==> src/mania_pkg.sv <==
// rhythm core shared definitions
package mania_pkg;

	localparam int BYTE_W = 8;
	localparam int WORD_BYTES = 3;
	localparam int WORD_W = BYTE_W * WORD_BYTES;
	localparam int ADDR_W = 13;
	localparam int NUM_SECTIONS = 4;

	// shortened for simulation
	localparam int UPDATE_PERIOD = 40;
	localparam int AUDIO_PERIOD = 8;
	localparam int PLAY_DELAY = 5; // in audio ticks
	localparam int ENTRY_CYCLES = 4;

	localparam int BYTE_POS_W = $clog2(WORD_BYTES);
	localparam int SEC_IDX_W = $clog2(NUM_SECTIONS);
	localparam int PHASE_W = $clog2(ENTRY_CYCLES);
	localparam int DELAY_CNT_W = $clog2(PLAY_DELAY + 1);
	localparam int TICK_CNT_W = $clog2(UPDATE_PERIOD); // update period is the longer one

	// last count of each period counter, update in slot 0
	localparam logic [1:0][TICK_CNT_W-1:0] TICK_LAST = {
		TICK_CNT_W'(AUDIO_PERIOD - 1),
		TICK_CNT_W'(UPDATE_PERIOD - 1)
	};

	typedef enum logic [2:0] {
		ST_INIT,
		ST_LOAD,
		ST_W_LOAD,
		ST_SONG_RESET,
		ST_GET_BASE,
		ST_W_GET_BASE,
		ST_RUN
	} core_state_e;

	typedef struct packed {
		logic [ADDR_W-1:0] size;
		logic [ADDR_W-1:0] base;
	} section_entry_t;

	typedef section_entry_t [NUM_SECTIONS-1:0] section_table_t;

	typedef struct packed {
		logic [7:0] init_index;
		logic [7:0] init_aux_info;
		logic       restart;
		logic       request_data;
	} storage_req_t;

	typedef struct packed {
		logic [BYTE_W-1:0] data;
		logic              data_ready;
		logic              transmit_finished;
	} storage_rsp_t;

endpackage
==> src/audio_player.sv <==
// song sample pacing and latch
`timescale 1ns/1ns

module audio_player import mania_pkg::*; (
	input  logic              CLK,
	input  logic              RESET_L,
	input  logic              running,
	input  logic              audio_tick,
	input  logic [BYTE_W-1:0] song_data,
	input  logic              song_data_ready,
	output logic              song_request,
	output logic [BYTE_W-1:0] audio_out,
	output logic              audio_en
);

	logic [DELAY_CNT_W-1:0] delay_cnt;
	logic delay_over;
	logic play_tick;

	assign delay_over = (delay_cnt == DELAY_CNT_W'(PLAY_DELAY));
	assign play_tick = running && audio_tick;

	always_ff @(posedge CLK) begin
		if (!RESET_L) begin
			delay_cnt <= '0;
			song_request <= 1'b0;
			audio_out <= '0;
		end else begin
			song_request <= play_tick && delay_over;
			if (play_tick && !delay_over) begin
				delay_cnt <= delay_cnt + 1'b1; // start delay
			end
			if (song_data_ready) begin
				audio_out <= song_data;
			end
		end
	end

	assign audio_en = running;

endmodule

==> config.mk <==
export PLATFORM = sky130hd
export DESIGN_NAME = audio_player
export DESIGN_NICKNAME = d
export VERILOG_FILES = /design/src/mania_pkg.sv /design/src/audio_player.sv
export SDC_FILE = /design/constraint.sdc
export NUM_CORES = 1
export LEC_CHECK = 0
export ABC_AREA = 1
export BUFFER_PORTS_ARGS = -buffer_cell sky130_fd_sc_hd__buf_4
export CAP_MARGIN = 10
export CORE_AREA = 2 2 39 41
export DETAILED_ROUTE_END_ITERATION = 8
export DIE_AREA = 0 0 41 43
export GPL_TIMING_DRIVEN = 0
export MAX_ROUTING_LAYER = met4
export PLACE_DENSITY = 0.69
export SKIP_LAST_GASP = 1
export SYNTH_ARGS = -nofsm -noshare
export SYNTH_HDL_FRONTEND = slang
export SYNTH_SLANG_ARGS = --single-unit
export TNS_END_PERCENT = 1
==> constraint.sdc <==
create_clock -name CLK -period 2.6 [get_ports CLK]
set_input_delay 0.13 -clock CLK [delete_from_list [all_inputs] [get_ports CLK]]
set_output_delay 0.13 -clock CLK [all_outputs]
set_load 0.005 [all_outputs]
==> metrics <==
CP startpoint=delay_cnt[1]; Netlist cell types=11; period utilization=0.3849; PwrDens=542.8 nW/um^2; post-CTS setup buffers=0; Post-synth ARST share=0; Die Y=43 microns; CP delay by family, top=flip-flops; fin crit period=1001 ps; Commonest cells post-synth=nor2_1, dfxtp_1, nand2_1; worst slack at placement=1598 ps; sequential element share of the synthesized area=0.5000; Top Ports=23; number of CTS-inserted buffers=3; sequential share of power=0.543; Starting Density=0.3472; Pre-Repair DR Iteration Count=2; synth warn=0; drt via density=4.648; layout cells sized above 1=0.3258; relative slew slack=0.8899; clock power share=0.297; Total Negative Setup Slacks=0 ps; Yosys top cell by area=dfxtp_1; Crit path required time=2760 ps; post_cts resized=0; Gate power share=0.160; Final setup viols=0; pin count of the biggest net entering global routing=11; final net count=106; status=completed; site row count=14; HP Start=song_data[7]; worst-path fanout max=5; clock sink count=12; Post-synth top flop=dfxtp_1; post-detailed-route count of antenna-violating nets=0; DRT Wirelength=973 microns; GRT Total Usage=0.1485; CP max stage delay=360 ps; FF-to-FF setup slack=1600 ps; Slew Limit Fails=0; grt peak-use layer=met2; sw frac=0.2415; Design Power=373.6 uW; Worst Setup Path Type=flop to flop; P_int=283.3 uW; Area Overhead vs Synth=43.23%; DIE AREA=1763 sq um; NetSw=90.22 uW; Fin Clk Skew=4.145 ps; Worst Setup Slack, final=1599 ps; gr ovfl total=0; endpoint class of the critical path=flop; worst-margin pin slew=163.5 ps; cell area after synthesis=480.5 sq um; WP data arrival=1160 ps; CTS Buffer Depth=2; CTS tree=built; fmax=999.2 MHz; first-pass GRT wire length=1738 microns; reg2reg path depth=6; Mapped Nets=79; Synth Instances=64; EDFF count, synth=0; CORE AREA=1384 sq um; Synth area leaders=dfxtp_1, nor2_1, o21ai_0; CP max stage cell=dfxtp_1; GR Layer Usage met3=0.04712; Vias=488; final hold vios=0; Yosys top cell area share=0.5000; port buffer count=22; Skew-Pair Late Insertion Delay=260 ps; DP HPWL=761.9 microns; Routed WL per cell=9.267 microns; unrepaired setup endpoints after global routing=false; WP buf/inv=1; Levels on crit path=6; worst hold path class=input port to flop; crit-path cells=inv_1 > ha_1 > nand2_2 > nand3_1 > nand2_1 > nor2_1; initial antenna violation count=0; crit path launch type=flop; hold buffer count at cts=0; met2 Use GR=0.2313; initial DRC count=1; origin of the critical flop-to-flop path=delay_cnt[1]; Peak supply drop=0.0002841 V; leak pwr=0.3495 nW; # H-tree levels=1; max cap viols=0; grt met1 use=0.1689; CTS root buf=clkbuf_4; Worst Hold Depth=3; synthesis-stage register bit count=12; # diodes=0; count leader, synth=nor2_1; DIE WIDTH=41 microns; GP Congestion=0.6269; residual DRC count=0; CTS clock-pin slew for the worst setup and hold paths=70 ps; Synth Area per Inst=7.507 sq um; vias in the first global route=445
## per-stage QoR
| stage | hold WS [ps] | std cells | instance area, sq um | util |
|---|---|---|---|---|
| after floorplan | 252.7 | 64 | 480.5 | - |
| after global placement | 352.1 | 102 | 665.6 | 0.4810 |
| after detailed placement | 360.3 | 102 | 665.6 | 0.4810 |
| after CTS | 84.12 | 105 | 688.2 | 0.4973 |
| after global routing | 69.74 | 105 | 688.2 | 0.4973 |
| final | 86.72 | 105 | 688.2 | 0.4973 |
## sequential cells by signal, indices dropped and copies added, names as in the netlist
register and flops:
delay_cnt 3, audio_out 8, song_request 1
## metal layers
| metal | up-vias | share of wire |
|---|---|---|
| li1 | 252 | - |
| met1 | 219 | 0.45 |
| met2 | 17 | 0.47 |
| met3 | 0 | 0.082 |
| met4 | 0 | 0 |
| met5 | - | 0 |
## tightest hold or removal path, delay by kind of cell
family	cells	cell delay (ps)
buffers and inverters	1	80
AND/OR/NAND/NOR	2	110
## cell usage in the layout (no fill, tap or decap)
| master | n |
|---|---|
| nand2_1 | 9 |
| dfxtp_1 | 12 |
| nand3_1 | 2 |
| nor2_1 | 19 |
| buf_4 | 24 |
| inv_2 | 1 |
| o21ai_0 | 8 |
| nand2_2 | 1 |
| a21oi_1 | 4 |
| clkbuf_4 | 3 |
| ha_1 | 2 |
| inv_1 | 4 |
## cell families (layout without fill, tap and decap cells)
kind of cell / Yosys count / count (layout) / share of synthesized area
flops: 12 / 12 / 0.5000
compound gates: 12 / 12 / 0.1250
simple gates: 31 / 31 / 0.2526
fa+ha+maj: 2 / 2 / 0.05208
buf+inv: 7 / 32 / 0.07029
## power by group through the flow
stage	clock network (mW)	registers, mW	logic [mW]
floorplan	0	0.207	0.0255
global placement	0	0.206	0.0591
detailed placement	0	0.207	0.0611
CTS	0.114	0.203	0.0612
global route	0.123	0.205	0.0688
finish	0.111	0.203	0.0599
## final cells by class
class                   instances  area, sq um
fillers                       153        695.7
flip-flops and latches         12        240.2
multi-input cells              45        206.4
repair buffers                 22        165.2
clock buffers                   3        22.52
well taps                      16        20.02
inverters                       5        18.77
plain buffers                   2        15.01
## final timing paths
check,end
worst max-delay path,delay_cnt[0]
worst min-delay path,audio_out[7]
worst max register to register,delay_cnt[0]
worst min register to register,audio_out[5]
No activity file was read; power rests on OpenSTA's default activity.
