--- config.mk ---
export PLATFORM = sky130hd
export DESIGN_NAME = tick_timer
export DESIGN_NICKNAME = d
export VERILOG_FILES = /design/src/mania_pkg.sv /design/src/tick_timer.sv
export SDC_FILE = /design/constraint.sdc
export NUM_CORES = 1
export LEC_CHECK = 0
export BUFFER_PORTS_ARGS = -buffer_cell sky130_fd_sc_hd__buf_2
export CORE_AREA = 4 4 41 43
export CTS_CLUSTER_SIZE = 20
export DETAILED_ROUTE_END_ITERATION = 10
export DIE_AREA = 0 0 45 47
export PLACE_DENSITY = 0.55
export RECOVER_POWER = 50
export SETUP_SLACK_MARGIN = 0.1
export SLEW_MARGIN = 20
export SYNTH_ARGS = -nofsm -noshare
export SYNTH_HDL_FRONTEND = slang
export SYNTH_SLANG_ARGS = --single-unit
--- constraint.sdc ---
create_clock -name CLK -period 1.31 [get_ports CLK]
set_input_delay 0.262 -clock CLK [delete_from_list [all_inputs] [get_ports CLK]]
set_output_delay 0.262 -clock CLK [all_outputs]
set_load 0.01 [all_outputs]
--- src/mania_pkg.sv ---
// rhythm core shared definitions
package mania_pkg;

	localparam int BYTE_W = 8;
	localparam int WORD_BYTES = 3;
	localparam int WORD_W = BYTE_W * WORD_BYTES;
	localparam int ADDR_W = 13;
	localparam int NUM_SECTIONS = 4;

	// shortened for simulation
	localparam int UPDATE_PERIOD = 40;
	localparam int AUDIO_PERIOD = 8;
	localparam int PLAY_DELAY = 5; // in audio ticks
	localparam int ENTRY_CYCLES = 4;

	localparam int BYTE_POS_W = $clog2(WORD_BYTES);
	localparam int SEC_IDX_W = $clog2(NUM_SECTIONS);
	localparam int PHASE_W = $clog2(ENTRY_CYCLES);
	localparam int DELAY_CNT_W = $clog2(PLAY_DELAY + 1);
	localparam int TICK_CNT_W = $clog2(UPDATE_PERIOD); // update period is the longer one

	// last count of each period counter, update in slot 0
	localparam logic [1:0][TICK_CNT_W-1:0] TICK_LAST = {
		TICK_CNT_W'(AUDIO_PERIOD - 1),
		TICK_CNT_W'(UPDATE_PERIOD - 1)
	};

	typedef enum logic [2:0] {
		ST_INIT,
		ST_LOAD,
		ST_W_LOAD,
		ST_SONG_RESET,
		ST_GET_BASE,
		ST_W_GET_BASE,
		ST_RUN
	} core_state_e;

	typedef struct packed {
		logic [ADDR_W-1:0] size;
		logic [ADDR_W-1:0] base;
	} section_entry_t;

	typedef section_entry_t [NUM_SECTIONS-1:0] section_table_t;

	typedef struct packed {
		logic [7:0] init_index;
		logic [7:0] init_aux_info;
		logic       restart;
		logic       request_data;
	} storage_req_t;

	typedef struct packed {
		logic [BYTE_W-1:0] data;
		logic              data_ready;
		logic              transmit_finished;
	} storage_rsp_t;

endpackage
--- src/tick_timer.sv ---
// game and audio tick counters
`timescale 1ns/1ns

module tick_timer import mania_pkg::*; (
	input  logic CLK,
	input  logic RESET_L,
	input  logic running,
	output logic update_tick,
	output logic audio_tick
);

	logic [1:0][TICK_CNT_W-1:0] cnt;
	logic [1:0] last;

	always_comb begin
		for (int i = 0; i < 2; i++) begin
			last[i] = running && (cnt[i] == TICK_LAST[i]);
		end
	end

	// both counters sit at zero until running
	always_ff @(posedge CLK) begin
		if (!RESET_L) begin
			cnt <= '0;
		end else begin
			for (int i = 0; i < 2; i++) begin
				if (!running || last[i]) begin
					cnt[i] <= '0;
				end else begin
					cnt[i] <= cnt[i] + 1'b1;
				end
			end
		end
	end

	assign update_tick = last[0];
	assign audio_tick = last[1];

endmodule

==> metrics.cfg <==
[synth]
synthArstFlopShare_pct = 0
synth_nets = 58
synth_edf_count = 0
yosysSeqAreaShare_pct = 48.7
ys_seq_elements = 12
synth.cell_area_sq_um = 493
syn_avg_cell_area_sq_um = 9.30
ys_types = 19
synth_warnings = 0
yosys.area.top_type = dfxtp_1
synthTopCellsByCount = dfxtp_1 (12), nor2_1 (11), xor2_1 (4)
syn_inst = 53
synth.most_common_cell = dfxtp_1
synth_top_area_share_pct = 48.7
ys.flop_type = dfxtp_1
synth_top_cells_by_area = dfxtp_1 (49%), nor2_1 (8.4%), xor2_1 (7.1%), ha_1 (5.1%), nand3_2 (4.1%)

[timing]
whs_ns = 0.352
period_needed_ns = 1.37
relSlewSlack_pct = 85.4
fmax_mhz = 730
report.final.hold_viol_count = 0
post-route-period-util_pct = 105
fin_setup_tns_ns = -0.102
skew_ns = 0.0108
rsz0062_at_grt = yes
worst_pin_slew_ns = 0.219
setup_slack_ns = -0.0596
slew_viol_final = 0
setup_violations = 2

[die]
io_pins = 5
die_h_microns = 47
initial_core_util_pct = 37.9
core_area_sq_um = 1300
rows = 13
dieArea_sq_um = 2120
die_w_microns = 45

[placement]
portBuffers = 4
dpl.hpwl_microns = 588
place_congestion = 0.727
numPlacedInstances = 73
dp_slack_ns = 0.0904
placed_area_sq_um = 539

[power_and_ir_drop]
p_per_area_nw_per_um2 = 1090
intPower_mw = 0.554
p_sw_mw = 0.143
p_leak_nw = 0.248
ir_worst_vdd_mv = 0.685
pwr-share-clk_pct = 41.9
combPwrFrac_pct = 4.1
seqPwrFrac_pct = 54.0
p_total_mw = 0.697
sw_frac_of_total_pct = 20.5

[clock_tree]
cts_tree = built
cts_made_buffers = 3
clock_latency_ns = 0.27
cts-root-buf = clkbuf_4
cts.sinks = 12
htreeDepth = 1
clockBufferDepth = 2
path_clk_slew_ns = 0.08

[final_layout]
largest_reg_flops = 12
fillers = 123
syn_to_final_growth_pct = 29.2
top_register = cnt
reg_top3 = cnt (12)
fin_cells = 81
utilization_pct = 48.9
nets = 72
design_area_sq_um = 637
diodes = 0
final_layout_size_suffix_gt1_share_pct = 42.4

[setup_path]
critPathKind = reg -> out
cpPeakStageDelay_ns = 0.36
required_ns = 1.05
cp.arrival_ns = 1.11
cp_cell_sequence = ha_4 -> nand4_1 -> nor2_1 -> buf_2
end_kind = output pin
crit_fanout = 2
start_kind = flop
path_buf_inv = 1
worst_path_max_delay_cell = dfxtp_2
cp_top_family = flip-flops

[route]
drt_iter0_markers = 3
first_pass_iters = 4
drc = 0
met1_length_microns = 385
via_per_inst = 4.77
route.met2.wl_microns = 414
met3WireLength_microns = 49
vias = 386
top_layer = met4
drt_wl_total_microns = 861
antenna_left = 0
post_drt_wl_per_cell_microns = 10.6

[grt]
grt_pass1_wl_mm = 1.48
grt-ovfl-total = 0
grt_usage_pct = 10.3
antenna_found_initial = 0
grt_pass1_vias = 388
grt_max_degree = 8

[outcome]
violations = negative setup slack
outcome = finished, violations left

[worst_hold_path]
hold_path_class = in -> reg

[run]
cap_violations = 0

-- cells by family after synthesis --
family,after synthesis,synth area share [%]
AO/OA/AOI/OAI,6,8.12
XOR/XNOR,6,10.7
adder cells (fa/ha/maj),2,5.08
buffers and inverters,2,1.52
flip-flops,12,48.7
AND/OR/NAND/NOR,25,25.9
-- final cells by class --
cell class	count	area (sq um)	area share [%]
well taps	15	18.8	2.95
flip-flops and latches	12	253	39.7
inverters	2	7.51	1.18
multi-input cells	39	268	42.0
clock buffers	4	36.3	5.70
repair buffers	9	53.8	8.45
-- layer usage --
metal,up-vias,global-route usage (%)
met5,-,0
met4,0,8.19
met3,2,6.13
met2,5,16.1
met1,172,9.89
li1,207,-
-- tightest hold or removal path, cell delays in order --
cell and delay (ns):
buf_2 0.08, and2_1 0.11, and3_1 0.14
-- cell usage in the layout (no fill, tap or decap), types with 2 or more instances in the layout --
| cell | synthesis | layout |
|---|---|---|
| xnor2_1 | 2 | 2 |
| buf_2 | 0 | 4 |
| dfxtp_2 | 0 | 7 |
| a21oi_1 | 2 | 2 |
| clkbuf_4 | 0 | 3 |
| o21ai_0 | 2 | 2 |
| nor2_1 | 11 | 10 |
| or3_1 | 2 | 2 |
| nand2_1 | 3 | 3 |
| buf_4 | 0 | 4 |
| xor2_1 | 4 | 4 |
| nand3_1 | 2 | 2 |
| nand3_2 | 2 | 2 |
| inv_1 | 2 | 2 |
| dfxtp_1 | 12 | 4 |
-- final timing paths --
kind | slack (ns) | startpoint | cells past startpoint | endpoint
setup / recovery | -0.06 | cnt[1]$_SDFF_PP0_ | 4 | update_tick
hold / removal | 0.35 | RESET_L | 3 | cnt[1]$_SDFF_PP0_
setup reg to reg | 0.19 | cnt[2]$_SDFF_PP0_ | 3 | cnt[5]$_SDFF_PP0_
hold reg to reg | 0.42 | cnt[6]$_SDFF_PP0_ | 1 | cnt[6]$_SDFF_PP0_
-- power groups by stage --
stage | Sequential (mW) | Combinational, mW | Clock [mW]
after floorplan | 0.383 | 0.0154 | 0
after global placement | 0.384 | 0.0227 | 0
after detailed placement | 0.384 | 0.0225 | 0
after CTS | 0.376 | 0.0290 | 0.298
after global routing | 0.377 | 0.0333 | 0.310
final | 0.376 | 0.0286 | 0.292
-- repair_timing --
| action | CTS | global route |
|---|---|---|
| buffers inserted | 4 | 0 |
| setup endpoints to repair | 2 | 3 |
| hold buffers | 0 | 0 |
| gates resized for setup | 12 | 2 |
| hold endpoints to repair | 0 | 0 |
| pin swaps | 5 | 3 |
| cloned | 0 | 0 |
Power figures use the tool's default switching activity.
