===== config.mk =====
export PLATFORM = sky130hd
export DESIGN_NAME = section_table
export DESIGN_NICKNAME = d
export VERILOG_FILES = /design/src/mania_pkg.sv /design/src/section_table.sv
export SDC_FILE = /design/constraint.sdc
export NUM_CORES = 1
export LEC_CHECK = 0
export ABC_AREA = 1
export BUFFER_PORTS_ARGS = -buffer_cell sky130_fd_sc_hd__buf_2
export CAP_MARGIN = 5
export CORE_MARGIN = 1.5
export CORE_UTILIZATION = 48
export CTS_CLUSTER_DIAMETER = 120
export DETAILED_ROUTE_END_ITERATION = 16
export GPL_ROUTABILITY_DRIVEN = 0
export PLACE_DENSITY = 0.8
export SETUP_SLACK_MARGIN = 0.15
export SLEW_MARGIN = 20
export SYNTH_ARGS = -nofsm -noshare
export SYNTH_HDL_FRONTEND = slang
export SYNTH_SLANG_ARGS = --single-unit

===== constraint.sdc =====
create_clock -name CLK -period 4.2 [get_ports CLK]
set_clock_uncertainty 0.2 [all_clocks]
set_input_delay 0.63 -clock CLK [delete_from_list [all_inputs] [get_ports CLK]]
set_output_delay 0.63 -clock CLK [all_outputs]
set_load 0.02 [all_outputs]

===== src/mania_pkg.sv =====
// rhythm core shared definitions
package mania_pkg;

	localparam int BYTE_W = 8;
	localparam int WORD_BYTES = 3;
	localparam int WORD_W = BYTE_W * WORD_BYTES;
	localparam int ADDR_W = 13;
	localparam int NUM_SECTIONS = 4;

	// shortened for simulation
	localparam int UPDATE_PERIOD = 40;
	localparam int AUDIO_PERIOD = 8;
	localparam int PLAY_DELAY = 5; // in audio ticks
	localparam int ENTRY_CYCLES = 4;

	localparam int BYTE_POS_W = $clog2(WORD_BYTES);
	localparam int SEC_IDX_W = $clog2(NUM_SECTIONS);
	localparam int PHASE_W = $clog2(ENTRY_CYCLES);
	localparam int DELAY_CNT_W = $clog2(PLAY_DELAY + 1);
	localparam int TICK_CNT_W = $clog2(UPDATE_PERIOD); // update period is the longer one

	// last count of each period counter, update in slot 0
	localparam logic [1:0][TICK_CNT_W-1:0] TICK_LAST = {
		TICK_CNT_W'(AUDIO_PERIOD - 1),
		TICK_CNT_W'(UPDATE_PERIOD - 1)
	};

	typedef enum logic [2:0] {
		ST_INIT,
		ST_LOAD,
		ST_W_LOAD,
		ST_SONG_RESET,
		ST_GET_BASE,
		ST_W_GET_BASE,
		ST_RUN
	} core_state_e;

	typedef struct packed {
		logic [ADDR_W-1:0] size;
		logic [ADDR_W-1:0] base;
	} section_entry_t;

	typedef section_entry_t [NUM_SECTIONS-1:0] section_table_t;

	typedef struct packed {
		logic [7:0] init_index;
		logic [7:0] init_aux_info;
		logic       restart;
		logic       request_data;
	} storage_req_t;

	typedef struct packed {
		logic [BYTE_W-1:0] data;
		logic              data_ready;
		logic              transmit_finished;
	} storage_rsp_t;

endpackage

===== src/section_table.sv =====
// difficulty section table walker
`timescale 1ns/1ns

module section_table import mania_pkg::*; (
	input  logic              CLK,
	input  logic              RESET_L,
	input  logic              start,
	output logic              rd_en,
	output logic [ADDR_W-1:0] rd_addr,
	input  logic [WORD_W-1:0] rd_data,
	output section_table_t    sections,
	output logic              done
);

	logic active;
	logic [SEC_IDX_W-1:0] idx;
	logic [PHASE_W-1:0] phase;
	section_entry_t prev;
	logic [ADDR_W-1:0] prev_end;
	logic entry_last;
	logic idx_last;

	assign prev = sections[idx - 1'b1];
	assign prev_end = prev.base + prev.size; // size word of the next section
	assign entry_last = active && (phase == PHASE_W'(ENTRY_CYCLES - 1));
	assign idx_last = (idx == SEC_IDX_W'(NUM_SECTIONS - 1));

	assign rd_en = active && (phase == '0);
	assign rd_addr = (idx == '0) ? '0 : prev_end;

	always_ff @(posedge CLK) begin
		if (!RESET_L) begin
			active <= 1'b0;
			idx <= '0;
			phase <= '0;
			done <= 1'b0;
		end else begin
			done <= entry_last && idx_last;
			if (start) begin
				active <= 1'b1;
				idx <= '0;
				phase <= '0;
			end else if (active) begin
				phase <= entry_last ? '0 : phase + 1'b1;
				if (entry_last) begin
					idx <= idx + 1'b1;
					if (idx_last) begin
						active <= 1'b0;
					end
				end
			end
		end
	end

	// size taken long after the read has landed
	always_ff @(posedge CLK) begin
		if (entry_last) begin
			sections[idx].size <= rd_data[ADDR_W-1:0];
			sections[idx].base <= (idx == '0) ? ADDR_W'(1) : prev_end + 1'b1;
		end
	end

endmodule


==> results.md <==
- Post-Place Worst Slack: 0.3443 ns
- Seq cells post-synth: 110
- Final setup viols: 0
- Antenna cells: 0
- Initial antenna violation count: 0
- Dpl cells: 846
- Most frequent cells in the layout: buf_2, nor2_1, edfxtp_1
- Final Cycle Share: 92.49%
- Worst-path clk slew: 0.08 ns
- Worst setup startpoint: idx[1]
- Die area: 12,250 um^2
- Outcome: finished, final reports clean
- First drt pass iteration count: 5
- CP max FO: 8
- Worst Hold Path EP: sections[102]
- Via count of the first global-routing pass: 4,385
- Initial DRC Count: 344
- Final ANT Viol Nets: 0
- Core area: 11,370 um^2
- Top cell type's share of synthesized area: 56.09%
- H-tree Lvls: 3
- Post-Syn Instances: 573
- Number of hold buffers added after CTS: 0
- GR Overflow Total: 0
- GRT Total Usage: 23.10%
- Ys async rst share: 0%
- DP Wirelength: 9.730 mm
- Reg2reg setup slack: 0.75 ns
- CP Data Required Time: 3.37 ns
- Startpoint types: register
- Library cells used by synthesis: 37
- Drt total wl: 14.46 mm
- Initial Util: 48.97%
- Top cells by area, synth: edfxtp_1, nor2_1, nand2_1
- FF-to-FF End: sections[38]
- I/O pin count: 146
- Util after Layout: 61.20%
- Actual slew at the worst max-slew pin: 0.9275 ns
- Fin crit period: 3.884 ns
- Slew Viols, Final: 0
- PortBufs: 134
- Commonest non-fill, non-tap cell in the layout: buf_2
- TritonCTS buffer count: 9
- Hold Path Cell Cnt: 1
- HP Start: rd_data[11]
- Fin worst setup slack: 0.3156 ns
- Fillers: 918
- Worst EP arrival: 3.05 ns
- Critical path capture point type: output pin
- Worst hold-check path type: in -> reg
- Post-DP Area: 6435 um^2
- Leakage Power: 2.893 nW
- Synthesized area: 5568 um^2
- Worst Setup Path Type: reg -> out
- Routed length per instance: 16.57 um
- First-pass GRT wire length: 21.95 mm
- Clock latency on the worst-skew pair: 0.35 ns
- Ys Warns: 0
- Row count: 39
- Pwr dens: 296.2 nW/um^2
- Max VDD drop: 234.8 uV
- Fin area: 6958 um^2
- Sinks on Clock Net: 110
- Maxcap violations: 0
- Mapped Avg Cell Area: 9.717 um^2
- Relative slew slack: 38.02%
- Max Fclk: 257.4 MHz
- Final #Nets: 772
- Number of synthesized flops with an enable pin: 104
- Via count: 4,705
- Final std cells w/o fill: 873
- Worst flop-to-flop path startpoint: idx[1]
- Power Total: 2.061 mW
- Largest net degree at the start of global routing: 32
- Reg2Reg Depth: 21
- Die height: 110.7 um
- Layout area overhead: 24.97%
- Final hold slack: 0.2879 ns
- Width of the die: 110.7 um
- DRC violations left: 0
- Post-synth top area cell: edfxtp_1
- Seq/Total Area, Yosys: 58.25%
- TritonCTS clock tree: built
- Clock root buffer: clkbuf_16
- Setup TNS: 0 ns
- Vias per cell: 5.389
- RSZ-0062 raised after global routing: true
- Layout cells sized above 1: 30.55%
- Most used DFF post-synth: edfxtp_1
- Final hold vios: 0
- Bufs on Longest Clock Path: 2
worst max-delay path by stage:
| stage | endpoint |
|---|---|
| 2_1_floorplan | rd_addr[12] |
| 3_3_place_gp | rd_addr[12] |
| 3_5_place_dp | rd_addr[12] |
| 4_1_cts | rd_addr[12] |
| 5_1_grt | rd_addr[12] |
| 6_report | rd_addr[12] |
worst max-delay path, stage by stage, from the launching register on:
cell and delay (ns):
dfxtp_2 0.35, inv_2 0.06, ha_4 0.30, inv_8 0.09, o21ai_1 0.07, o22ai_1 0.14, ha_2 0.20, inv_1 0.06
fa_2 0.37, inv_2 0.09, nand2_4 0.06, nand2_4 0.07, nand4_1 0.17, nand2_2 0.17, a21oi_4 0.07, inv_2 0.06
nand2_2 0.06, nand2_2 0.07, nand2_2 0.06, inv_2 0.07, buf_6 0.11
per-layer routing:
| metal | share of wire, % | global-route usage (%) | up-vias |
|---|---|---|---|
| met5 | 0 | 0 | - |
| li1 | - | - | 2249 |
| met1 | 42 | 29.77 | 2223 |
| met4 | 1.5 | 7.009 | 0 |
| met2 | 49 | 39.26 | 210 |
| met3 | 7.3 | 5.030 | 23 |
cells in the mapped netlist (2+ instances only):
| cell | count |
|---|---|
| nand2_2 | 6 |
| nand2_1 | 87 |
| a32oi_1 | 2 |
| o21ai_0 | 54 |
| nand3_2 | 5 |
| o22ai_1 | 23 |
| nor2_2 | 2 |
| inv_2 | 3 |
| buf_2 | 2 |
| clkbuf_1 | 16 |
| a21oi_1 | 14 |
| o21ai_1 | 3 |
| nand2_4 | 4 |
| nor2_4 | 2 |
| dfxtp_1 | 6 |
| inv_1 | 51 |
| dlygate4sd1_1 | 3 |
| nand3_1 | 25 |
| nand4_1 | 6 |
| nor3_1 | 2 |
| ha_1 | 19 |
| nor2_1 | 120 |
| edfxtp_1 | 104 |
flip-flops by register name (all words and copies together) (netlist names):
signal / flops
idx: 2
phase: 2
sections: 104
active: 1
done: 1
cell type report:
type                    instances  area [um^2]  area share (%)
flip-flops and latches        110         3246           46.65
clock inverters                 5        38.79          0.5575
multi-input cells             397         2151           30.91
clock buffers                  11        254.0           3.650
repair buffers                152        875.8           12.59
well taps                     143        178.9           2.571
inverters                      55        214.0           3.075
kinds of logic (layout without fill, tap and decap cells):
logic type      count (synthesis)  count (layout)  share of synthesized area [%]
buf+inv                        77             223                          5.640
compound gates                 99              99                          9.731
flops                         110             110                          58.25
simple gates                  264             264                          21.37
other cells                     1              12                        0.06735
xor+xnor                        2               2                         0.3147
fa+ha+maj                      20              20                          4.629
power breakdown:
part	leakage [nW]	total (mW)	internal [mW]	switching (mW)
Clock	0.146	0.835	0.444	0.391
Sequential	0.995	1.19	1.19	0.00156
Combinational	1.75	0.0324	0.0116	0.0208
Total	2.89	2.06	1.65	0.413
timing repair:
item / CTS / global route
hold endpoints to repair: 0 / 0
setup endpoints to repair: 4 / 7
cloned: 0 / 1
resized for setup: 7 / 39
pin swaps: 2 / 11
buffers inserted: 1 / 9
Power figures use the tool's default switching activity.
