<file path="src/mania_pkg.sv">
// rhythm core shared definitions
package mania_pkg;

	localparam int BYTE_W = 8;
	localparam int WORD_BYTES = 3;
	localparam int WORD_W = BYTE_W * WORD_BYTES;
	localparam int ADDR_W = 13;
	localparam int NUM_SECTIONS = 4;

	// shortened for simulation
	localparam int UPDATE_PERIOD = 40;
	localparam int AUDIO_PERIOD = 8;
	localparam int PLAY_DELAY = 5; // in audio ticks
	localparam int ENTRY_CYCLES = 4;

	localparam int BYTE_POS_W = $clog2(WORD_BYTES);
	localparam int SEC_IDX_W = $clog2(NUM_SECTIONS);
	localparam int PHASE_W = $clog2(ENTRY_CYCLES);
	localparam int DELAY_CNT_W = $clog2(PLAY_DELAY + 1);
	localparam int TICK_CNT_W = $clog2(UPDATE_PERIOD); // update period is the longer one

	// last count of each period counter, update in slot 0
	localparam logic [1:0][TICK_CNT_W-1:0] TICK_LAST = {
		TICK_CNT_W'(AUDIO_PERIOD - 1),
		TICK_CNT_W'(UPDATE_PERIOD - 1)
	};

	typedef enum logic [2:0] {
		ST_INIT,
		ST_LOAD,
		ST_W_LOAD,
		ST_SONG_RESET,
		ST_GET_BASE,
		ST_W_GET_BASE,
		ST_RUN
	} core_state_e;

	typedef struct packed {
		logic [ADDR_W-1:0] size;
		logic [ADDR_W-1:0] base;
	} section_entry_t;

	typedef section_entry_t [NUM_SECTIONS-1:0] section_table_t;

	typedef struct packed {
		logic [7:0] init_index;
		logic [7:0] init_aux_info;
		logic       restart;
		logic       request_data;
	} storage_req_t;

	typedef struct packed {
		logic [BYTE_W-1:0] data;
		logic              data_ready;
		logic              transmit_finished;
	} storage_rsp_t;

endpackage
</file>
<file path="src/beatmap_loader.sv">
// beatmap byte stream loader
`timescale 1ns/1ns

module beatmap_loader import mania_pkg::*; (
	input  logic              CLK,
	input  logic              RESET_L,
	input  logic              start,
	input  logic [7:0]        song_selection,
	output storage_req_t      req,
	input  storage_rsp_t      rsp,
	output logic              wr_en,
	output logic [ADDR_W-1:0] wr_addr,
	output logic [WORD_W-1:0] wr_data,
	output logic              done
);

	typedef enum logic [2:0] {
		LD_IDLE,
		LD_RESTART,
		LD_REQ,
		LD_WAIT,
		LD_DONE
	} load_state_e;

	load_state_e state;
	logic [BYTE_POS_W-1:0] byte_pos;
	logic [WORD_W-1:0] word_sr;
	logic got_byte;
	logic word_full;

	assign got_byte = (state == LD_WAIT) && rsp.data_ready;
	assign word_full = (byte_pos == BYTE_POS_W'(WORD_BYTES - 1));

	always_ff @(posedge CLK) begin
		if (!RESET_L) begin
			state <= LD_IDLE;
		end else begin
			case (state)
				LD_IDLE: begin
					if (start) begin
						state <= LD_RESTART;
					end
				end
				LD_RESTART: begin
					state <= LD_REQ;
				end
				LD_REQ: begin
					state <= LD_WAIT;
				end
				LD_WAIT: begin
					if (rsp.transmit_finished) begin
						state <= LD_DONE;
					end else if (rsp.data_ready) begin
						state <= LD_REQ; // next byte
					end
				end
				default: begin
					state <= LD_IDLE;
				end
			endcase
		end
	end

	always_ff @(posedge CLK) begin
		if (!RESET_L) begin
			byte_pos <= '0;
			wr_addr <= '0;
			wr_en <= 1'b0;
		end else begin
			wr_en <= got_byte && word_full;
			if (start) begin
				byte_pos <= '0;
				wr_addr <= '0;
			end else begin
				if (got_byte) begin
					byte_pos <= word_full ? '0 : byte_pos + 1'b1;
				end
				if (wr_en) begin
					wr_addr <= wr_addr + 1'b1;
				end
			end
		end
	end

	// first byte ends up in the low lane
	always_ff @(posedge CLK) begin
		if (got_byte) begin
			word_sr <= {rsp.data, word_sr[WORD_W-1:BYTE_W]};
		end
	end

	always_comb begin
		req.init_index = song_selection;
		req.init_aux_info = '0;
		req.restart = (state == LD_RESTART);
		req.request_data = (state == LD_REQ);
	end

	assign wr_data = word_sr;
	assign done = (state == LD_DONE);

endmodule

</file>
<file path="config.mk">
export PLATFORM = sky130hd
export DESIGN_NAME = beatmap_loader
export DESIGN_NICKNAME = d
export VERILOG_FILES = /design/src/mania_pkg.sv /design/src/beatmap_loader.sv
export SDC_FILE = /design/constraint.sdc
export NUM_CORES = 1
export LEC_CHECK = 0
export ABC_AREA = 1
export BUFFER_PORTS_ARGS = -buffer_cell sky130_fd_sc_hd__buf_2
export CORE_ASPECT_RATIO = 0.75
export CORE_MARGIN = 2
export CORE_UTILIZATION = 50
export CTS_CLUSTER_DIAMETER = 100
export CTS_CLUSTER_SIZE = 10
export DETAILED_ROUTE_END_ITERATION = 12
export MAX_ROUTING_LAYER = met4
export PLACE_DENSITY_LB_ADDON = 0.25
export SYNTH_ARGS = -nofsm -noshare
export SYNTH_HDL_FRONTEND = slang
export SYNTH_SLANG_ARGS = --single-unit
</file>
<file path="constraint.sdc">
create_clock -name CLK -period 2.4 [get_ports CLK]
set_input_delay 0.24 -clock CLK [delete_from_list [all_inputs] [get_ports CLK]]
set_output_delay 0.24 -clock CLK [all_outputs]
set_load 0.02 [all_outputs]
</file>
==> metrics.md <==
| Metric | Value |
|---|---|
| Status | finished clean |
| RePlAce Congestion | 0.853 |
| Slew Limit Fails | 0 |
| Met2 usage | 0.218 |
| Hold_sp | rsp[5] |
| Root Driver | clkbuf_8 |
| Share of the synthesized area in the top cell type | 0.401 |
| Final Cell Area | about 2100 sq um |
| Post-synthesis instance total | 177 |
| Ant diodes | 0 |
| CTS Hold Bufs | 0 |
| Tcrit/Tclk final | 0.638 |
| DR pass1 iterations | 4 |
| Yosys cell types | 22 |
| Final Util | 0.635 |
| Pin count of the biggest net entering global routing | 21 |
| VDD IR max | about 0.45 mV |
| Leading area contributor after synthesis | edfxtp_1 |
| DP Worst Slack | 852 ps |
| Combinational share of power | 0.047 |
| Die height | 55.9 um |
| Total track usage | 0.158 |
| Post-route setup slack | 869 ps |
| IO buf count | 53 |
| CP Class | flop to flop |
| Layout cells sized above 1 | 0.345 |
| Via density | 4.76 |
| Met3 Use GR | 0.0471 |
| Clk sinks | 43 |
| Lkg Pwr | 0.905 nW |
| YS warnings | 0 |
| Critical Path AT | 1510 ps |
| Number of antenna violations at the first check in global routing | 0 |
| Pwr dens | 656 nW/um^2 |
| Startpoint Class | flop |
| Worst Path Required | ~2400 ps |
| Post-CTS setup buffer count | 0 |
| Hold WS | about 120 ps |
| Post-synth ARST share | 0 |
| Mapped Area | approximately 1800 sq um |
| R2R cell count | 3 |
| Residual DRC | 0 |
| Worst Setup EP | wr_data[9] |
| Worst reg-to-reg setup slack | just under 900 ps |
| Drt wl/cell | around 11 um |
| H-tree levels | 2 |
| Minimum clock period | approximately 1500 ps |
| Final nets | 250 |
| Worst setup EP type | flop |
| Vias in the first global route | approximately 1100 |
| Critical Path Start | state[1] |
| Die area | 4100 sq um |
| First-pass GRT wire length | 4.83 mm |
| Yosys reg bits | between 40 and 50 |
| Core ar. | 3360 sq um |
| Antenna-violating nets left | 0 |
| Dominant synthesized flop cell | edfxtp_1 |
| Pint | 0.00111 W |
| GR met1 Demand/Resource | 0.216 |
| Row count | 18 |
| Sw Pwr | 0.000287 W |
| Worst-path fanout max | 20 |
| Resized cells post-CTS | 0 |
| Total grt overflow | 0 |
| Top-count cell post-synth | edfxtp_1 |
| Final setup vio count | 0 |
| Area grow syn2layout | 18.4% |
| Vias | 1281 |
| CTS Buffer Depth | 2 |
| Final Hold Vio Count | 0 |
| Die width | about 73 um |
| Sw Ratio | 0.205 |
| Synth top cells by count | edfxtp_1 (24), nand2_1 (23), nor2_1 (21) |
| CTS Buf Count | 5 |
| EDFF count, synth | 24 |
| Clock latency on the worst-skew pair | 290 ps |
| Reg-to-Reg End | wr_data[9] |
| Setup TNS Final | 0 ps |
| Initial Util | 0.536 |
| Avg Cell Area, Syn | 10.2 sq um |
| Iter 0 DRT Violations | 79 |
| CTS tree | built |
| Seq pwr share | 0.563 |
| FMAX | 0.653 GHz |
| Register clock-pin slew on the reported worst setup and hold paths | 80 ps |
| HPWL Detailed | 2.19 mm |
| Tightest Hold Check Type | input pin to flop |
| Placed inst area | around 2000 sq um |
| Max-Cap Viols | 0 |
| Worst Skew | 5.79 ps |
| Clock power frac | 0.391 |
| Critical R2R Launch | state[1] |
| Ports | slightly below 80 |
| Top Usage Layer GRT | met2 |
| Post-synthesis sequential area ratio | 0.612 |
| RSZ-0062 raised after global routing | false |
| WL final | 2.98 mm |
| Synth area leaders | edfxtp_1 (40%), dfxtp_1 (21%), buf_4 (7.1%) |
==> layer usage <==
layer | wire length (um) | part of all wire
met4 | 40 | 0.013
met3 | 211 | 0.071
met1 | 1450 | 0.49
met5 | 0 | 0
met2 | 1280 | 0.43
==> area by class of cell <==
| cell class | instances | area (sq um) |
|---|---|---|
| Sequential cell | 43 | 1100 |
| Inverter | 23 | 86.3 |
| Fill cell | 277 | 1230 |
| Clock buffer | 6 | 72.6 |
| Multi-Input combinational cell | 101 | 509 |
| Clock inverter | 2 | 37.5 |
| Tap cell | 40 | 50.0 |
| Timing Repair Buffer | 54 | 273 |
==> how the worst min path moves through the flow <==
stage / end / slack [ps] / depth (start not counted)
detailed placement: wr_data[21] / 420 / 1
global route: wr_data[21] / 100 / 1
floorplan: wr_data[16] / 340 / 0
global placement: wr_data[19] / 420 / 1
CTS: wr_data[21] / 110 / 1
finish: wr_data[19] / 120 / 1
==> flip-flops by register name, summed over array words and instances, names as in the netlist <==
name	count
wr_en	1
state	3
wr_data	24
wr_addr	13
byte_pos	2
==> layout by cell type, fill, tap and decap left out, drive strengths merged <==
| master | count |
|---|---|
| conb | 8 |
| nor2 | 28 |
| clkbuf | 6 |
| clkinvlp | 1 |
| a21oi | 12 |
| o21ai | 3 |
| nor3b | 1 |
| nand2 | 26 |
| edfxtp | 24 |
| nand4 | 3 |
| inv | 23 |
| nand3 | 12 |
| xnor2 | 1 |
| ha | 1 |
| nor3 | 6 |
| buf | 54 |
| bufinv | 1 |
| dfxtp | 19 |
==> cell families after synthesis <==
logic type / synth area share
fa+ha+maj: 0.00696
flops: 0.612
xor+xnor: 0.00487
buf+inv: 0.119
simple gates: 0.213
other cells: 0.00209
compound gates: 0.0418
==> metrics by stage <==
step	total power, W	cells
after global routing	0.00145	269
after global placement	0.000867	261
after detailed placement	0.000869	261
after CTS	0.00142	269
after floorplan	0.000874	184
final	0.00140	269
==> power by group through the flow <==
stage                     clock (W)  sequential (W)  combinational (W)
after detailed placement          0        0.000804          0.0000651
after global routing       0.000592        0.000788          0.0000710
after global placement            0        0.000803          0.0000644
after floorplan                   0        0.000808          0.0000658
final                      0.000546        0.000787          0.0000650
after CTS                  0.000564        0.000787          0.0000654
==> critical path, stage by stage (launching register included) <==
cell	delay [ps]
dfxtp_1	390
nand3_1	160
nor2_2	330
buf_4	340
Note: power is estimated with default switching activity, not from simulation.
