### src/mania_pkg.sv
// rhythm core shared definitions
package mania_pkg;

	localparam int BYTE_W = 8;
	localparam int WORD_BYTES = 3;
	localparam int WORD_W = BYTE_W * WORD_BYTES;
	localparam int ADDR_W = 13;
	localparam int NUM_SECTIONS = 4;

	// shortened for simulation
	localparam int UPDATE_PERIOD = 40;
	localparam int AUDIO_PERIOD = 8;
	localparam int PLAY_DELAY = 5; // in audio ticks
	localparam int ENTRY_CYCLES = 4;

	localparam int BYTE_POS_W = $clog2(WORD_BYTES);
	localparam int SEC_IDX_W = $clog2(NUM_SECTIONS);
	localparam int PHASE_W = $clog2(ENTRY_CYCLES);
	localparam int DELAY_CNT_W = $clog2(PLAY_DELAY + 1);
	localparam int TICK_CNT_W = $clog2(UPDATE_PERIOD); // update period is the longer one

	// last count of each period counter, update in slot 0
	localparam logic [1:0][TICK_CNT_W-1:0] TICK_LAST = {
		TICK_CNT_W'(AUDIO_PERIOD - 1),
		TICK_CNT_W'(UPDATE_PERIOD - 1)
	};

	typedef enum logic [2:0] {
		ST_INIT,
		ST_LOAD,
		ST_W_LOAD,
		ST_SONG_RESET,
		ST_GET_BASE,
		ST_W_GET_BASE,
		ST_RUN
	} core_state_e;

	typedef struct packed {
		logic [ADDR_W-1:0] size;
		logic [ADDR_W-1:0] base;
	} section_entry_t;

	typedef section_entry_t [NUM_SECTIONS-1:0] section_table_t;

	typedef struct packed {
		logic [7:0] init_index;
		logic [7:0] init_aux_info;
		logic       restart;
		logic       request_data;
	} storage_req_t;

	typedef struct packed {
		logic [BYTE_W-1:0] data;
		logic              data_ready;
		logic              transmit_finished;
	} storage_rsp_t;

endpackage
### src/boot_sequencer.sv
// boot order state machine
`timescale 1ns/1ns

module boot_sequencer import mania_pkg::*; (
	input  logic        CLK,
	input  logic        RESET_L,
	input  logic        load_done,
	input  logic        table_done,
	output logic        load_start,
	output logic        table_start,
	output logic        song_restart,
	output logic        running,
	output core_state_e state
);

	core_state_e next_state;

	always_ff @(posedge CLK) begin
		if (!RESET_L) begin
			state <= ST_INIT;
		end else begin
			state <= next_state;
		end
	end

	always_comb begin
		case (state)
			ST_INIT: begin
				next_state = ST_LOAD;
			end
			ST_LOAD: begin
				next_state = ST_W_LOAD;
			end
			ST_W_LOAD: begin
				next_state = load_done ? ST_SONG_RESET : ST_W_LOAD;
			end
			ST_SONG_RESET: begin
				next_state = ST_GET_BASE;
			end
			ST_GET_BASE: begin
				next_state = ST_W_GET_BASE;
			end
			ST_W_GET_BASE: begin
				next_state = table_done ? ST_RUN : ST_W_GET_BASE;
			end
			ST_RUN: begin
				next_state = ST_RUN; // left only by reset
			end
			default: begin
				next_state = ST_INIT;
			end
		endcase
	end

	// one-cycle states give the pulses
	assign load_start = (state == ST_LOAD);
	assign song_restart = (state == ST_SONG_RESET);
	assign table_start = (state == ST_GET_BASE);
	assign running = (state == ST_RUN);

endmodule

### config.mk
export PLATFORM = sky130hd
export DESIGN_NAME = boot_sequencer
export DESIGN_NICKNAME = d
export VERILOG_FILES = /design/src/mania_pkg.sv /design/src/boot_sequencer.sv
export SDC_FILE = /design/constraint.sdc
export NUM_CORES = 1
export LEC_CHECK = 0
export ABC_AREA = 0
export BUFFER_PORTS_ARGS = -buffer_cell sky130_fd_sc_hd__buf_2
export CORE_AREA = 3 3 40 42
export CTS_CLUSTER_SIZE = 30
export DETAILED_ROUTE_END_ITERATION = 6
export DIE_AREA = 0 0 43 45
export PLACE_DENSITY_LB_ADDON = 0.3
export SETUP_SLACK_MARGIN = 0.15
export SLEW_MARGIN = 20
export SYNTH_ARGS = -nofsm -noshare
export SYNTH_HDL_FRONTEND = slang
export SYNTH_SLANG_ARGS = --single-unit
### constraint.sdc
create_clock -name CLK -period 1.3 [get_ports CLK]
set_input_delay 0.195 -clock CLK [delete_from_list [all_inputs] [get_ports CLK]]
set_output_delay 0.195 -clock CLK [all_outputs]
set_load 0.005 [all_outputs]
==> results of run 1 <==
## power groups by stage
stage	sequential [W]	clock, W	combinational, W
floorplan	0.000119	0	0.0000275
global placement	0.000122	0	0.0000519
detailed placement	0.000121	0	0.0000509
CTS	0.000122	0.000173	0.0000516
global route	0.000123	0.000189	0.0000803
finish	0.000121	0.000166	0.0000709
## cells in the final DEF (no fill, tap or decap), types with 2 or more instances in the layout
cell type,count
buf_2,10
nor2_1,2
nand2b_1,3
nor3b_2,2
clkbuf_4,3
dfxtp_4,3
buf_4,2
## cells by family (layout without fill, tap and decap cells)
kind of cell,after synthesis,count (layout)
and+or+nand+nor,11,11
AOI/OAI and AO/OA,3,3
DFF,3,3
buffers and inverters,0,17
xor gates and xnor gates,1,1
## final cells by class
class,count,share of cell area
clock buffers,4,0.08642
flip-flops and latches,3,0.2346
multi-input cells,15,0.3621
well taps,15,0.06173
repair buffers,13,0.2551
## routing by layer
layer,routed length [um],global-route usage,vias up
met5,0,0,-
li1,-,-,96
met4,9,0.05422,0
met3,87,0.06375,3
met1,198,0.06250,83
met2,177,0.07784,13
## synthesized netlist by cell type, drive strengths merged
cell / n
and2: 1
a21oi: 1
xnor2: 1
nand3b: 1
dfxtp: 3
nand2b: 3
nor3b: 2
a21boi: 1
and3b: 1
o21a: 1
nor2: 2
nand2: 1
## final timing paths
kind	slack [ns]	from	cells past startpoint	to
min	0.20	RESET_L	2	state[0]
max reg2reg	0.39	state[1]	3	state[0]
min reg2reg	0.62	state[0]	2	state[0]
max	0.17	state[0]	2	running
## stage by stage
step | instances | instance area, um^2 | worst slack (ns)
final | 50 | 304.0 | 0.1731
after global routing | 50 | 304.0 | 0.1386
after CTS | 47 | 259.0 | 0.1440
after detailed placement | 43 | 229.0 | 0.3223
after global placement | 43 | 229.0 | 0.3079
after floorplan | 18 | 160.2 | 0.4038
## critical path, stage by stage, from the launching register on
cell     delay (ns)
dfxtp_4        0.37
and3b_2        0.20
buf_2          0.12
## repair_timing
item / in CTS / in global routing
resized for setup: 3 / 5
setup buffers: 0 / 3
pin swaps: 0 / 0
setup endpoints to repair: 4 / 4
==> results.json, run 1 <==
{
  "antenna_found_initial": 0,
  "cts_root_buf": "clkbuf_4",
  "slew_headroom": 0.9070,
  "worst_slew_pin_slew_ns": 0.1393,
  "final_util": 0.2366,
  "synthAdderAreaFrac": 0,
  "synthesis.nets": 22,
  "min_path_type": "input port to flip-flop",
  "grt_max_degree": 10,
  "whs_ns": 0.2044,
  "largest_reg_flops": 3,
  "grt_pass1_wl_um": 821,
  "synth.largest_area_cell": "dfxtp_1",
  "outcome": "finished clean",
  "cts-hold-fix-buffers": 0,
  "ys_types": 12,
  "viasPerCell": 3.900,
  "ys_seq_area_frac": 0.3750,
  "cp_max_fo": 7,
  "first_global_vias": 194,
  "seq_area_um2": 71.32,
  "maxSlewViolCount": 0,
  "setup.worst_path.class": "flip-flop to primary output",
  "p_int_w": 0.0002646,
  "start_util": 0.1246,
  "synth_top_family_by_area": "simple AND/OR/NAND/NOR gates",
  "synthCells": 18,
  "drc": 0,
  "leakage_nw": 0.1637,
  "finalCritPeriodShare": 0.8669,
  "p_sw_w": 0.00009368,
  "drive_gt1_frac": 0.6286,
  "cts_tree": "done",
  "hold_viol": 0,
  "place.gp.congestion": 0.6568,
  "dieArea_um2": 1935,
  "first_iter_violations": 1,
  "clockBufferDepth": 2,
  "p_per_area_nw_per_um2": 1178,
  "period_needed_ns": 1.127,
  "clkPwrFrac": 0.465,
  "synth-seq-cells": 3,
  "synth_compound_area_frac": 0.1250,
  "vias": 195,
  "syn_area_per_cell_um2": 8.897,
  "fin_setup_tns_ns": 0,
  "wire_per_inst_um": 9.460,
  "numCtsBuffers": 3,
  "area_growth_pct": 89.84,
  "yosysWarnings": 0,
  "cp.required_ns": 1.11,
  "synth-xor-area-share": 0.05469,
  "maxCapViolCount": 0,
  "fmax_mhz": 887.4,
  "synthSimpleGateAreaFrac": 0.4453,
  "finalSetupViolCount": 0,
  "antenna_cells": 0,
  "multi_input_area_um2": 110.1,
  "coreArea_um2": 1285,
  "cp.arrival_ns": 0.93,
  "gr-total-overflow": 0,
  "port_buffers": 10,
  "power_w": 0.0003583,
  "power.share.combinational": 0.198,
  "cts.clk_slew.worst_paths_ns": 0.03,
  "rsz0062_at_grt": "yes",
  "synth_area_um2": 160.2,
  "vdd_drop_max_mv": 0.5172,
  "finalNetCount": 40,
  "clock_sink_count": 3,
  "skew_ns": 0.001160,
  "end_kind": "primary output",
  "drt-total-wl_um": 473,
  "muxShareOfSynthArea": 0,
  "clock_latency_ns": 0.24,
  "regMostFlops": "state",
  "row_count": 13,
  "p_seq_frac": 0.337,
  "swShare": 0.2615,
  "fill_cells": 143,
  "ant_nets": 0,
  "yosys-top-cells-area": "dfxtp_1, nand2b_1, nor3b_1",
  "synth_top_area_frac": 0.3750,
  "die_x_um": 43,
  "startpoint_type": "flip-flop",
  "globalRouteTotalUtil": 0.06406,
  "die_height_um": 45,
  "drtPass1Iterations": 2,
  "htreeDepth": 1,
  "largestRegisters": "state x3",
  "ios": 11
}
No activity file was read; power rests on OpenSTA's default activity.
==> run 2: changes to the inputs <==
--- a/config.mk
+++ b/config.mk
@@ -8,7 +8,7 @@
 export ABC_AREA = 0
 export BUFFER_PORTS_ARGS = -buffer_cell sky130_fd_sc_hd__buf_2
 export CORE_AREA = 3 3 40 42
-export CTS_CLUSTER_SIZE = 30
+export CTS_CLUSTER_SIZE = 40
 export DETAILED_ROUTE_END_ITERATION = 6
 export DIE_AREA = 0 0 43 45
 export PLACE_DENSITY_LB_ADDON = 0.3
==> constraint.sdc (replaced) <==
create_clock -name CLK -period 1.3 [get_ports CLK]
set_input_delay 0.39 -clock CLK [delete_from_list [all_inputs] [get_ports CLK]]
set_output_delay 0.39 -clock CLK [all_outputs]
set_load 0.005 [all_outputs]
==> run 2 against run 1 <==
  * Critical path depth unchanged
  * Largest power group unchanged
  * Core utilization down 0.19 points
  * Sequential power down 4%
  * Largest cell class unchanged
  * Global-route usage down 0.49 points
  * Highest routed layer is now met3
  * Clock power is 2% lower
  * Final cell count increased by 2.0%
==> results.json, run 2 (synthesis gave the netlist of run 1 again) <==
{
  "cts-hold-fix-buffers": 0,
  "htreeDepth": 1,
  "clockBufferDepth": 2,
  "startpoint_type": "flip-flop",
  "antenna_found_initial": 0,
  "start_util": 0.1246,
  "regMostFlops": "state",
  "largestRegisters": "state x3",
  "final_common_cell": "buf_2",
  "fmax_mhz": 772.4,
  "slew_headroom": 0.9070,
  "drive_gt1_frac": 0.6389,
  "dp_cells": 43,
  "row_count": 13,
  "area_growth_pct": 88.28,
  "antenna_cells": 0,
  "crit_chain": "and3b_2, buf_2",
  "leakage_nw": 0.1527,
  "fill_cells": 146,
  "cp.arrival_ns": 0.90,
  "layout_common_cells": "buf_2, buf_4, nand2b_1, clkbuf_4, dfxtp_4",
  "maxSlewViolCount": 0,
  "crit_family": "flip-flops",
  "finalCritPeriodShare": 0.9959,
  "gr-total-overflow": 0,
  "maxCapViolCount": 0,
  "setup.worst_path.class": "flip-flop to primary output",
  "rsz0062_at_grt": "yes",
  "whs_ns": 0.3942,
  "first_iter_violations": 3,
  "end_kind": "primary output",
  "skew_ns": 0.001744,
  "dp_hpwl_um": 273.7,
  "period_needed_ns": 1.295,
  "wire_per_inst_um": 8.373,
  "p_per_area_nw_per_um2": 1172,
  "place.gp.congestion": 0.6560,
  "outcome": "finished clean",
  "cp_max_fo": 6,
  "worst_slew_pin_slew_ns": 0.1385,
  "die_height_um": 45,
  "min_path_type": "input port to flip-flop",
  "dp_slack_ns": 0.1351,
  "drtPass1Iterations": 2,
  "ios": 11,
  "cp.required_ns": 0.91,
  "cpMaxStageDelayCell": "dfxtp_4",
  "postLayoutSetupSlackWorst_ns": 0.005327,
  "cts_tree": "done",
  "largest_reg_flops": 3,
  "clock_sink_count": 3,
  "drc": 0,
  "ant_nets": 0,
  "power_w": 0.0003533,
  "max_stage_delay_ns": 0.36,
  "dieArea_um2": 1935,
  "worst-path-buf-inv": 1,
  "grt_pass1_wl_um": 786,
  "globalRouteTotalUtil": 0.05912,
  "clock_latency_ns": 0.23,
  "drt-total-wl_um": 427,
  "coreArea_um2": 1285,
  "cts_root_buf": "clkbuf_4",
  "port_buffers": 10,
  "first_global_vias": 202,
  "vias": 183,
  "die_x_um": 43,
  "finalSetupViolCount": 0,
  "fin_cells": 51,
  "grt_max_degree": 8,
  "viasPerCell": 3.588,
  "vdd_drop_max_mv": 0.2977,
  "numCtsBuffers": 3,
  "cts.clk_slew.worst_paths_ns": 0.04,
  "hold_viol": 0,
  "finalNetCount": 41
}
run 2: changes by cell type in the layout (fill, tap and decap cells not counted), sizes merged:
cell          previous run  this run
buf                     12        14
dlymetal6s2s             1         0
run 2: final timing paths:
kind	to	slack [ns]	cells after the start	startpoint
hold / removal	state[0]	0.39	2	RESET_L
hold reg to reg	state[1]	0.66	3	state[0]
setup reg to reg	state[0]	0.34	4	state[2]
setup / recovery	running	0.005	2	state[0]
run 2: area by class of cell:
class,count,area (um^2),area share
Clock buffer,4,26.28,0.08714
Timing Repair Buffer,14,80.08,0.2656
Multi-Input combinational cell,15,105.1,0.3485
Sequential cell,3,71.32,0.2365
Tap cell,15,18.77,0.06224
run 2: metrics by stage:
| step | TNS [ns] | utilization | instance area [um^2] |
|---|---|---|---|
| floorplan | 0 | - | 160.2 |
| global route | -0.06299 | 0.2347 | 301.5 |
| detailed placement | 0 | 0.1782 | 229.0 |
| finish | 0 | 0.2347 | 301.5 |
| CTS | -0.006974 | 0.2288 | 294.0 |
| global placement | 0 | 0.1782 | 229.0 |
run 2: power by group:
group / switching [W] / internal [W] / total, W
Clock: 0.0000468 / 0.000115 / 0.000162
Sequential: 0.0000138 / 0.000103 / 0.000116
Combinational: 0.0000271 / 0.0000480 / 0.0000751
run 2: timing repair:
| action | 4_1_cts | 5_1_grt |
|---|---|---|
| resized for setup | 7 | 0 |
| buffers inserted | 3 | 1 |
| pin swaps | 1 | 0 |
| setup endpoints to repair | 7 | 5 |
run 2: routing by layer:
metal | routed length [um] | global-route usage | share of wire | up-vias
met4 | 0 | 0.05422 | 0 | 0
met3 | 66 | 0.04382 | 0.15 | 0
met2 | 193 | 0.07784 | 0.45 | 10
met1 | 166 | 0.06024 | 0.39 | 75
li1 | - | - | - | 98
met5 | 0 | 0 | 0 | -
